--- src/source/rv_core_pkg.sv ---
package rv_core_pkg;

  localparam int xlen = 32;
  localparam int nr_gpr = 16;
  localparam int gpr_aw = $clog2(nr_gpr);

  // major opcodes.
  localparam logic [6:0] opc_op = 7'b0110011;
  localparam logic [6:0] opc_op_imm = 7'b0010011;
  localparam logic [6:0] opc_system = 7'b1110011;

  localparam logic [2:0] f3_add = 3'b000;
  localparam logic [2:0] f3_priv = 3'b000;
  localparam logic [2:0] f3_csrrw = 3'b001;
  localparam logic [2:0] f3_csrrs = 3'b010;
  localparam logic [6:0] f7_add = 7'b0000000;

  // imm12 tells the two privileged system instructions apart.
  localparam logic [11:0] imm_ecall = 12'h000;
  localparam logic [11:0] imm_mret = 12'h302;

  localparam logic [11:0] csr_mstatus = 12'h300;
  localparam logic [11:0] csr_mtvec = 12'h305;
  localparam logic [11:0] csr_mepc = 12'h341;
  localparam logic [11:0] csr_mcause = 12'h342;
  localparam logic [11:0] csr_mvendorid = 12'hF11;
  localparam logic [11:0] csr_marchid = 12'hF12;

  localparam logic [xlen-1:0] mstatus_rst = 32'h1800;
  localparam logic [xlen-1:0] mvendorid_val = 32'h79737978;
  localparam logic [xlen-1:0] marchid_val = 32'h017DC685;
  localparam logic [xlen-1:0] mcause_ecall = 32'd11;

  // mstatus bit positions.
  localparam int mstatus_mie = 3;
  localparam int mstatus_mpie = 7;
  localparam int mstatus_mpp_lo = 11;
  localparam int mstatus_mpp_hi = 12;

  typedef enum logic [2:0] {
    op_add,
    op_addi,
    op_csrrw,
    op_csrrs,
    op_ecall,
    op_mret,
    op_illegal
  } op_e;

  typedef struct packed {
    logic [6:0] funct7;
    logic [4:0] rs2;
    logic [4:0] rs1;
    logic [2:0] funct3;
    logic [4:0] rd;
    logic [6:0] opcode;
  } r_fields_t;

  // imm12 doubles as the csr address.
  typedef struct packed {
    logic [11:0] imm12;
    logic [4:0]  rs1;
    logic [2:0]  funct3;
    logic [4:0]  rd;
    logic [6:0]  opcode;
  } i_fields_t;

  typedef union packed {
    r_fields_t r;
    i_fields_t i;
  } inst_u;

  typedef struct packed {
    op_e              op;
    logic [xlen-1:0]  pc;
    logic [gpr_aw-1:0] rd;
    logic [gpr_aw-1:0] rs1;
    logic [gpr_aw-1:0] rs2;
    logic [xlen-1:0]  imm;
    logic [11:0]      csr_addr;
  } dec_bus_t;

  typedef struct packed {
    logic [xlen-1:0] src1;
    logic [xlen-1:0] src2;
    logic [xlen-1:0] csr_data;
  } operand_t;

  typedef struct packed {
    logic              gpr_wen;
    logic [gpr_aw-1:0] rd;
    logic [xlen-1:0]   gpr_wdata;
    logic              csr_wen;
    logic [11:0]       csr_addr;
    logic [xlen-1:0]   csr_wdata;
    logic              ecall;
    logic              mret;
    logic [xlen-1:0]   pc;
  } wb_req_t;

  typedef struct packed {
    logic [xlen-1:0]   pc;
    logic [gpr_aw-1:0] rd;
    logic              rd_wen;
    logic [xlen-1:0]   rd_data;
    logic [xlen-1:0]   next_pc;
    logic              illegal;
  } commit_t;

endpackage

--- src/source/inst_decode.sv ---
module inst_decode
  import rv_core_pkg::*;
(
  input  logic            clk,
  input  logic            rst_n,
  input  logic            inst_valid,
  input  inst_u           inst,
  input  logic [31:0]     pc,
  output logic            dec_valid,
  output dec_bus_t        dec
);

  dec_bus_t dec_nxt;
  op_e      op_sys;

  // privileged system ops share funct3 and differ only in imm12.
  always_comb begin
    op_sys = op_illegal;
    case (inst.r.funct3)
      f3_priv: begin
        if (inst.i.imm12 == imm_ecall) begin
          op_sys = op_ecall;
        end else if (inst.i.imm12 == imm_mret) begin
          op_sys = op_mret;
        end
      end
      f3_csrrw: begin
        op_sys = op_csrrw;
      end
      f3_csrrs: begin
        op_sys = op_csrrs;
      end
      default: begin
        op_sys = op_illegal;
      end
    endcase
  end

  always_comb begin
    dec_nxt.pc = pc;
    dec_nxt.rd = inst.r.rd[gpr_aw-1:0];
    dec_nxt.rs1 = inst.r.rs1[gpr_aw-1:0];
    dec_nxt.rs2 = inst.r.rs2[gpr_aw-1:0];
    dec_nxt.imm = {{(xlen-12){inst.i.imm12[11]}}, inst.i.imm12};
    dec_nxt.csr_addr = inst.i.imm12;
    dec_nxt.op = op_illegal;

    case (inst.r.opcode)
      opc_op: begin
        if (inst.r.funct3 == f3_add && inst.r.funct7 == f7_add) begin
          dec_nxt.op = op_add;
        end
      end
      opc_op_imm: begin
        if (inst.r.funct3 == f3_add) begin
          dec_nxt.op = op_addi;
        end
      end
      opc_system: begin
        dec_nxt.op = op_sys;
      end
      default: begin
        dec_nxt.op = op_illegal;
      end
    endcase
  end

  always_ff @(posedge clk or negedge rst_n) begin
    if (!rst_n) begin
      dec_valid <= 1'b0;
    end else begin
      dec_valid <= inst_valid;
    end
  end

  // bundle only moves when a new instruction arrives.
  always_ff @(posedge clk) begin
    if (inst_valid) begin
      dec <= dec_nxt;
    end
  end

endmodule

--- src/source/gpr_csr_file.sv ---
module gpr_csr_file
  import rv_core_pkg::*;
(
  input  logic     clk,
  input  logic     rst_n,
  input  logic     dec_valid,
  input  dec_bus_t dec,
  input  wb_req_t  wb,
  output operand_t opnd
);

  logic [xlen-1:0] gpr [nr_gpr];
  logic [xlen-1:0] mstatus;
  logic [xlen-1:0] mtvec;
  logic [xlen-1:0] mepc;
  logic [xlen-1:0] mcause;
  logic [xlen-1:0] csr_rd;
  logic [xlen-1:0] mstatus_mret;

  // unknown csr addresses read as zero.
  always_comb begin
    case (dec.csr_addr)
      csr_mstatus: begin
        csr_rd = mstatus;
      end
      csr_mtvec: begin
        csr_rd = mtvec;
      end
      csr_mepc: begin
        csr_rd = mepc;
      end
      csr_mcause: begin
        csr_rd = mcause;
      end
      csr_mvendorid: begin
        csr_rd = mvendorid_val;
      end
      csr_marchid: begin
        csr_rd = marchid_val;
      end
      default: begin
        csr_rd = '0;
      end
    endcase
  end

  // trap ops read the vector they jump to.
  always_comb begin
    opnd.src1 = gpr[dec.rs1];
    opnd.src2 = gpr[dec.rs2];
    if (dec.op == op_ecall) begin
      opnd.csr_data = mtvec;
    end else if (dec.op == op_mret) begin
      opnd.csr_data = mepc;
    end else begin
      opnd.csr_data = csr_rd;
    end
  end

  // mret restores mie from mpie, sets mpie and drops to user mode.
  always_comb begin
    mstatus_mret = mstatus;
    mstatus_mret[mstatus_mie] = mstatus[mstatus_mpie];
    mstatus_mret[mstatus_mpie] = 1'b1;
    mstatus_mret[mstatus_mpp_hi:mstatus_mpp_lo] = 2'b00;
  end

  always_ff @(posedge clk or negedge rst_n) begin
    if (!rst_n) begin
      for (int i = 0; i < nr_gpr; i++) begin
        gpr[i] <= '0;
      end
    end else if (dec_valid && wb.gpr_wen && (wb.rd != '0)) begin
      gpr[wb.rd] <= wb.gpr_wdata;
    end
  end

  always_ff @(posedge clk or negedge rst_n) begin
    if (!rst_n) begin
      mstatus <= mstatus_rst;
      mtvec <= '0;
      mepc <= '0;
      mcause <= '0;
    end else if (dec_valid) begin
      if (wb.ecall) begin
        mepc <= wb.pc;
        mcause <= mcause_ecall;
        mstatus <= mstatus_rst;
      end else if (wb.mret) begin
        mstatus <= mstatus_mret;
      end else if (wb.csr_wen) begin
        // read-only and unknown addresses fall through.
        case (wb.csr_addr)
          csr_mstatus: begin
            mstatus <= wb.csr_wdata;
          end
          csr_mtvec: begin
            mtvec <= wb.csr_wdata;
          end
          csr_mepc: begin
            mepc <= wb.csr_wdata;
          end
          csr_mcause: begin
            mcause <= wb.csr_wdata;
          end
        endcase
      end
    end
  end

endmodule

--- src/source/exec_commit.sv ---
module exec_commit
  import rv_core_pkg::*;
(
  input  logic     clk,
  input  logic     rst_n,
  input  logic     dec_valid,
  input  dec_bus_t dec,
  input  operand_t opnd,
  output wb_req_t  wb,
  output logic     commit_valid,
  output commit_t  commit
);

  logic [xlen-1:0] add_b;
  logic [xlen-1:0] sum;
  logic [xlen-1:0] seq_pc;
  logic [xlen-1:0] next_pc;
  logic            illegal;

  // addi shares the adder with add.
  assign add_b = (dec.op == op_addi) ? dec.imm : opnd.src2;
  assign sum = opnd.src1 + add_b;
  assign seq_pc = dec.pc + 32'd4;

  always_comb begin
    wb.gpr_wen = 1'b0;
    wb.rd = dec.rd;
    wb.gpr_wdata = sum;
    wb.csr_wen = 1'b0;
    wb.csr_addr = dec.csr_addr;
    wb.csr_wdata = opnd.src1;
    wb.ecall = 1'b0;
    wb.mret = 1'b0;
    wb.pc = dec.pc;
    next_pc = seq_pc;
    illegal = 1'b0;

    case (dec.op)
      op_add, op_addi: begin
        wb.gpr_wen = 1'b1;
      end
      op_csrrw: begin
        wb.gpr_wen = 1'b1;
        wb.gpr_wdata = opnd.csr_data;
        wb.csr_wen = 1'b1;
      end
      op_csrrs: begin
        wb.gpr_wen = 1'b1;
        wb.gpr_wdata = opnd.csr_data;
        wb.csr_wen = 1'b1;
        wb.csr_wdata = opnd.csr_data | opnd.src1;
      end
      // csr_data already carries mtvec or mepc for the trap ops.
      op_ecall: begin
        wb.ecall = 1'b1;
        next_pc = opnd.csr_data;
      end
      op_mret: begin
        wb.mret = 1'b1;
        next_pc = opnd.csr_data;
      end
      default: begin
        illegal = 1'b1;
      end
    endcase
  end

  always_ff @(posedge clk or negedge rst_n) begin
    if (!rst_n) begin
      commit_valid <= 1'b0;
    end else begin
      commit_valid <= dec_valid;
    end
  end

  always_ff @(posedge clk) begin
    if (dec_valid) begin
      commit.pc <= dec.pc;
      commit.rd <= dec.rd;
      commit.rd_wen <= wb.gpr_wen;
      commit.rd_data <= wb.gpr_wdata;
      commit.next_pc <= next_pc;
      commit.illegal <= illegal;
    end
  end

endmodule

--- src/source/rv_operand_top.sv ---
module rv_operand_top
  import rv_core_pkg::*;
(
  input  logic        clk,
  input  logic        rst_n,
  input  logic        inst_valid,
  input  logic [31:0] inst,
  input  logic [31:0] pc,
  output logic        commit_valid,
  output commit_t     commit
);

  logic     dec_valid;
  dec_bus_t dec;
  operand_t opnd;
  wb_req_t  wb;

  inst_decode u_decode (
    .clk        (clk),
    .rst_n      (rst_n),
    .inst_valid (inst_valid),
    .inst       (inst),
    .pc         (pc),
    .dec_valid  (dec_valid),
    .dec        (dec)
  );

  gpr_csr_file u_regfile (
    .clk       (clk),
    .rst_n     (rst_n),
    .dec_valid (dec_valid),
    .dec       (dec),
    .wb        (wb),
    .opnd      (opnd)
  );

  exec_commit u_commit (
    .clk          (clk),
    .rst_n        (rst_n),
    .dec_valid    (dec_valid),
    .dec          (dec),
    .opnd         (opnd),
    .wb           (wb),
    .commit_valid (commit_valid),
    .commit       (commit)
  );

endmodule

--- config.mk ---
export PLATFORM = sky130hd
export DESIGN_NAME = rv_operand_top
export DESIGN_NICKNAME = d
export VERILOG_FILES = /design/src/source/rv_core_pkg.sv /design/src/source/inst_decode.sv /design/src/source/gpr_csr_file.sv /design/src/source/exec_commit.sv /design/src/source/rv_operand_top.sv
export SDC_FILE = /design/constraint.sdc
export NUM_CORES = 2
export LEC_CHECK = 0
export BUFFER_PORTS_ARGS = -buffer_cell sky130_fd_sc_hd__buf_2
export CAP_MARGIN = 20
export CORE_UTILIZATION = 55
export DETAILED_ROUTE_END_ITERATION = 12
export PLACE_DENSITY = 0.72
export SYNTH_ARGS = -nofsm -noshare
export SYNTH_HDL_FRONTEND = slang
export SYNTH_SLANG_ARGS = --single-unit
--- constraint.sdc ---
create_clock -name clk -period 7.8 [get_ports clk]
set_clock_uncertainty 0.2 [all_clocks]
set_input_delay 1.95 -clock clk [delete_from_list [all_inputs] [get_ports clk]]
set_output_delay 1.95 -clock clk [all_outputs]
set_load 0.005 [all_outputs]
After elaboration in Yosys (flattened, before gate mapping)
Index checks and enable logic that the tools add are counted.

Bits in registers: 815. Input port bits: 67. Output and inout port bits: 103. Word-level logic and storage cells: 128.

Add/subtract/negate cells: 2. Order comparisons: 4. Eq/ne operators: 18. Muxes and demuxes: 38. Bitwise operators: 6. Reductions and logical operators: 24.

Operator list (count): $mux 32 (22); $bwmux 512 (1); $bmux 32 s4 (2); $pmux 32 s6 (1); $demux 32 s4 (1); $eq 12x10->1 const B (5); $mux 33 (1); $add 32x3->32 const B (1); $add 32x32->32 (1); $or 32x32->32 (1); $eq 12x12->1 const B (2); $pmux 3 s3 (2); $ge 5x5->1 const B (3); $not 4->5 (3); $logic_not 12->1 (1); $reduce_and 4->1 (3); $eq 3x2->1 const B (3); $mux 3 (3); $reduce_bool 2->1 (4); $eq 7x5->1 const B (1); $eq 7x6->1 const B (1); $eq 7x7->1 const B (1); $logic_not 7->1 (1); $eq 3x1->1 const B (2); 15 further kinds (26).

Logic depth before layout (Yosys ltp)
Depth after elaboration: 10. Depth in mapped cells: 20. Gate-level depth less buffers: 14.

Modules after synthesis
From an unflattened synthesis, not the netlist that was laid out.

Cells, all modules: 2999. Area total of the unflattened synthesis: 42278.0 sq um.

Modules (own cells, without submodules): gpr_csr_file (times used 1, cells each 2188, area each 33148.0 sq um, sequential area each 16017.9 sq um); exec_commit (times used 1, cells each 695, area each 7035.5 sq um, sequential area each 3088.0 sq um); inst_decode (times used 1, cells each 116, area each 2094.5 sq um, sequential area each 1676.6 sq um).

Least setup slack after synthesis
Ideal clock, no wire load.

Path kind: reg-to-reg. Start point: register u_decode.dec[12] (netlist name). End point: register u_commit.commit[51] (netlist name). Library setup time: 0.264 ns. Arrival time: 5.028 ns. Data required time: 7.336 ns. Slack: 2.308 ns. Cell stages (with the launch flop): 19. Path buffers: 5. Clock period less this slack: 5.492 ns. Cell sequence: edfxtp_1 -> buf_2 -> clkbuf_1 -> buf_1 -> mux4_2 -> mux4_2 -> mux2_2 -> ha_1 -> fa_1 -> a211oi_1 -> o21a_1 -> nor3_1 -> o21ai_1 -> a2111oi_0 -> a31oi_1 -> and3_1 -> clkbuf_1 -> clkbuf_1 -> inv_1.

==> Flow_metrics.wiki <==
{| class="wikitable"
! Metric !! Value
|-
| Floorplan core area || approximately 0.073 mm2
|-
| Data arrival at the endpoint of the critical path || roughly 6.3 ns
|-
| RSZ-0062 raised after global routing || no
|-
| Total CTS buffers || a little over 80
|-
| Buffers added on ports || 167
|-
| Post-synth EDFFs || 157
|-
| Overall Global Routing Usage || between 30% and 40%
|-
| Ratio of routed vias to standard cells || about 6.5
|-
| Fraction of power spent switching nets || 31.80%
|-
| Vias in the first global route || 29360
|-
| Seq/Total Area, Yosys || between 50% and 60%
|-
| Number of max-cap violations || 0
|-
| Class of the most critical setup path || reg2reg
|-
| Normalized max-slew margin || roughly 23%
|-
| Warnings from Yosys || 0
|-
| Power, Total || 12.58 mW
|-
| Leftover overflow at the end of global routing || 0
|-
| Floorplan die area || 0.07487 mm2
|-
| Area after detailed placement || about 0.042 mm2
|-
| Final non-filler cell area || between 0.04 and 0.05 mm2
|-
| Vias || between 20000 and 30000
|-
| Fraction of power consumed by the clock network || between 30% and 40%
|-
| Status || completed
|-
| Final number of hold-violating endpoints || 0
|-
| Async S/R FF share, synth || about four fifths
|-
| Number of storage elements in the synthesis netlist || between 700 and 800
|-
| Avg Synthesized Cell Area || ~12 um2
|-
| Clk sinks || approximately 800
|-
| Commonest register cell after synthesis || sky130_fd_sc_hd__dfrtp_1
|-
| Latest clock arrival within the worst-skew pair || between 0.6 and 0.7 ns
|-
| Post-layout minimum cycle time || 6.140 ns
|-
| Average routed wire per standard cell || roughly 25 um
|-
| Max VDD drop || 244.1 uV
|-
| Number of design rule violations left after detail routing || 0
|-
| Required time at the endpoint of the critical path || between 7 and 8 ns
|-
| Post-synth top area share || around two fifths
|-
| Number of antenna violations at the first check in global routing || 3
|-
| Combinational cell fraction of total power || approximately a quarter
|-
| Largest net degree at the start of global routing || around 170
|-
| TritonCTS clock tree || done
|-
| Initial core utilization || between 50% and 60%
|-
| Number of cells in the finished layout apart from fillers || between 4000 and 5000
|-
| Setup TNS after final layout || 0 ns
|-
| Crit start category || flop
|-
| Quantity of gates resized following cts || 0
|-
| Gate Count Post-Synth || approximately 3500
|-
| Switching power summed over all nets || ~4 mW
|-
| First drt pass iteration count || 8
|-
| Dpl cells || about 4400
|-
| Final core utilization || 61.76%
|-
| Global-route wire length before repair || ~180000 um
|-
| Seq pwr share || between 40 and 50%
|-
| # H-tree levels || 3
|-
| Power per cell area || between 200 and 300 mW/mm2
|-
| Number of fill cells || ~5600
|-
| Detailed Route WL || roughly 110000 um
|-
| Routability Congestion || just over 0.9
|-
| Clock transition at the register clock pins on the worst setup and hold paths after CTS || 0.06 ns
|-
| Worst Tran Pin Value || 1.145 ns
|-
| Number of buffers on the longest clock path || 3
|-
| Horizontal die dimension || ~270 um
|-
| Number of setup violations in the final report || 0
|-
| Cell area after synthesis || about 0.041 mm2
|-
| Total setup buffers inserted after CTS || 0
|-
| Maximum fanout along the worst path || 37
|-
| Max-slew violation total from the final report || 0
|-
| Number of nets with antenna violations after routing || 0
|-
| Maximum clock frequency || between 150 and 200 MHz
|-
| Count of standard-cell rows || slightly below 100
|-
| Nets || roughly 3700
|-
| Most common library cells after synthesis || sky130_fd_sc_hd__dfrtp_1, sky130_fd_sc_hd__nand2_1, sky130_fd_sc_hd__o21ai_0
|-
| Cell with the most instances after synthesis || sky130_fd_sc_hd__dfrtp_1
|-
| PnR worst setup slack || between 1.5 and 2 ns
|-
| Class of the tightest hold or removal check || reg2reg
|-
| I/O pin count || 170
|-
| Net Count, Synth || approximately 3600
|-
| Crit share post-route || around four fifths
|-
| Clk Tree Root Cell || sky130_fd_sc_hd__clkbuf_16
|-
| Share of final-layout standard cells stronger than drive strength 1 || 24.05%
|-
| Detailed router's first-iteration violation count || about 3000
|-
| Die Ht || roughly 270 um
|-
| Most area-consuming cells after synthesis || sky130_fd_sc_hd__dfrtp_1, sky130_fd_sc_hd__mux4_2, sky130_fd_sc_hd__edfxtp_1
|-
| CTS Hold Bufs || 0
|-
| Cell type contributing the most total cell area after synthesis || sky130_fd_sc_hd__dfrtp_1
|-
| Internal power of the cells || 8.579 mW
|-
| DP Wirelength || 71680 um
|-
| Leak pwr || 18.97 nW
|-
| Worst Hold Slack || just under 0.2 ns
|-
| Setup slack after placement || around 1.8 ns
|-
| CP Capture Type || flop
|-
| Signed area change from the synthesized netlist to the final layout || 11.04%
|-
| Number of distinct library cell variants in the gate-level netlist after synthesis || 90
|}
-- sequential cells by signal (all words and copies together), names as in the netlist --
register and count:
u_decode.dec 55, u_regfile.gpr 512, u_commit.commit 102, u_regfile.mstatus 32, u_regfile.mcause 32, u_decode.dec_valid 1, u_regfile.mepc 32, u_regfile.mtvec 32
u_commit.commit_valid 1
-- final timing paths --
kind / start / to / slack, ns / cells after the start
setup / recovery: u_decode.dec[48] / u_commit.commit[56] / 1.66 / 12
hold / removal: u_regfile.gpr[489] / u_regfile.gpr[489] / 0.20 / 0
setup reg to reg: u_decode.dec[48] / u_commit.commit[56] / 1.66 / 12
hold reg to reg: u_regfile.gpr[489] / u_regfile.gpr[489] / 0.20 / 0
max in group asynchronous: rst_n / u_regfile.gpr[323] / 4.67 / 2
min in group asynchronous: rst_n / u_regfile.mtvec[27] / 1.13 / 1
-- worst max-delay path, stage by stage, from the launching register on --
cell	delay, ns
sky130_fd_sc_hd__edfxtp_1	0.77
sky130_fd_sc_hd__buf_4	0.77
sky130_fd_sc_hd__mux4_2	0.61
sky130_fd_sc_hd__mux4_2	0.53
sky130_fd_sc_hd__ha_1	0.40
sky130_fd_sc_hd__a21oi_1	0.20
sky130_fd_sc_hd__o21ai_0	0.15
sky130_fd_sc_hd__nor3_1	0.26
sky130_fd_sc_hd__nor4b_1	0.78
sky130_fd_sc_hd__nor3_1	0.15
sky130_fd_sc_hd__nor3_1	0.18
sky130_fd_sc_hd__o31a_1	0.66
sky130_fd_sc_hd__inv_2	0.13
-- cells by family after synthesis --
logic type | Yosys count | share of synthesized area [%]
flops | 799 | 51.21
xor+xnor | 44 | 0.9497
buf+inv | 395 | 3.885
mux | 405 | 19.96
simple gates | 936 | 9.731
compound gates | 897 | 13.10
fa+ha+maj | 37 | 1.159
-- placed cells by master, fill, tap and decap left out, types with 17 or more instances in the layout --
master,instances
sky130_fd_sc_hd__o21ai_0,356
sky130_fd_sc_hd__a21o_1,29
sky130_fd_sc_hd__clkbuf_16,84
sky130_fd_sc_hd__o22ai_1,17
sky130_fd_sc_hd__ha_1,34
sky130_fd_sc_hd__a21oi_1,128
sky130_fd_sc_hd__clkbuf_1,24
sky130_fd_sc_hd__xor2_1,23
sky130_fd_sc_hd__dfrtp_1,639
sky130_fd_sc_hd__nand2_1,591
sky130_fd_sc_hd__mux2_2,72
sky130_fd_sc_hd__o21ai_1,180
sky130_fd_sc_hd__inv_1,74
sky130_fd_sc_hd__edfxtp_1,157
sky130_fd_sc_hd__o31ai_1,20
sky130_fd_sc_hd__nor2_1,179
sky130_fd_sc_hd__buf_4,104
sky130_fd_sc_hd__nor3_1,32
sky130_fd_sc_hd__a221oi_1,19
sky130_fd_sc_hd__mux4_2,316
sky130_fd_sc_hd__nand3_1,24
sky130_fd_sc_hd__xnor2_1,21
sky130_fd_sc_hd__buf_2,166
-- layout make-up --
type	count	area (um2)	area share, %
clock inverters	27	202.7	0.4498
well taps	959	1200	2.663
diodes	1	2.502	0.005554
multi-input cells	2319	18350	40.73
flip-flops and latches	799	20790	46.13
repair buffers	281	1849	4.104
inverters	79	296.5	0.6581
clock buffers	121	2371	5.262
-- routing by layer --
metal,global-route usage [%],wire (um)
met4,11.39,3950
met5,0,68
met3,7.079,10540
met1,41.81,44840
met2,49.15,54020
-- power by group through the flow --
stage                     Clock, mW  Sequential, mW  Combinational [mW]
after floorplan                   0            5.42                2.22
after global routing           4.04            5.63                3.47
final                          3.84            5.55                3.19
after detailed placement          0            5.59                3.13
after CTS                      3.88            5.53                3.14
after global placement            0            5.54                3.04
Power figures use the tool's default switching activity.
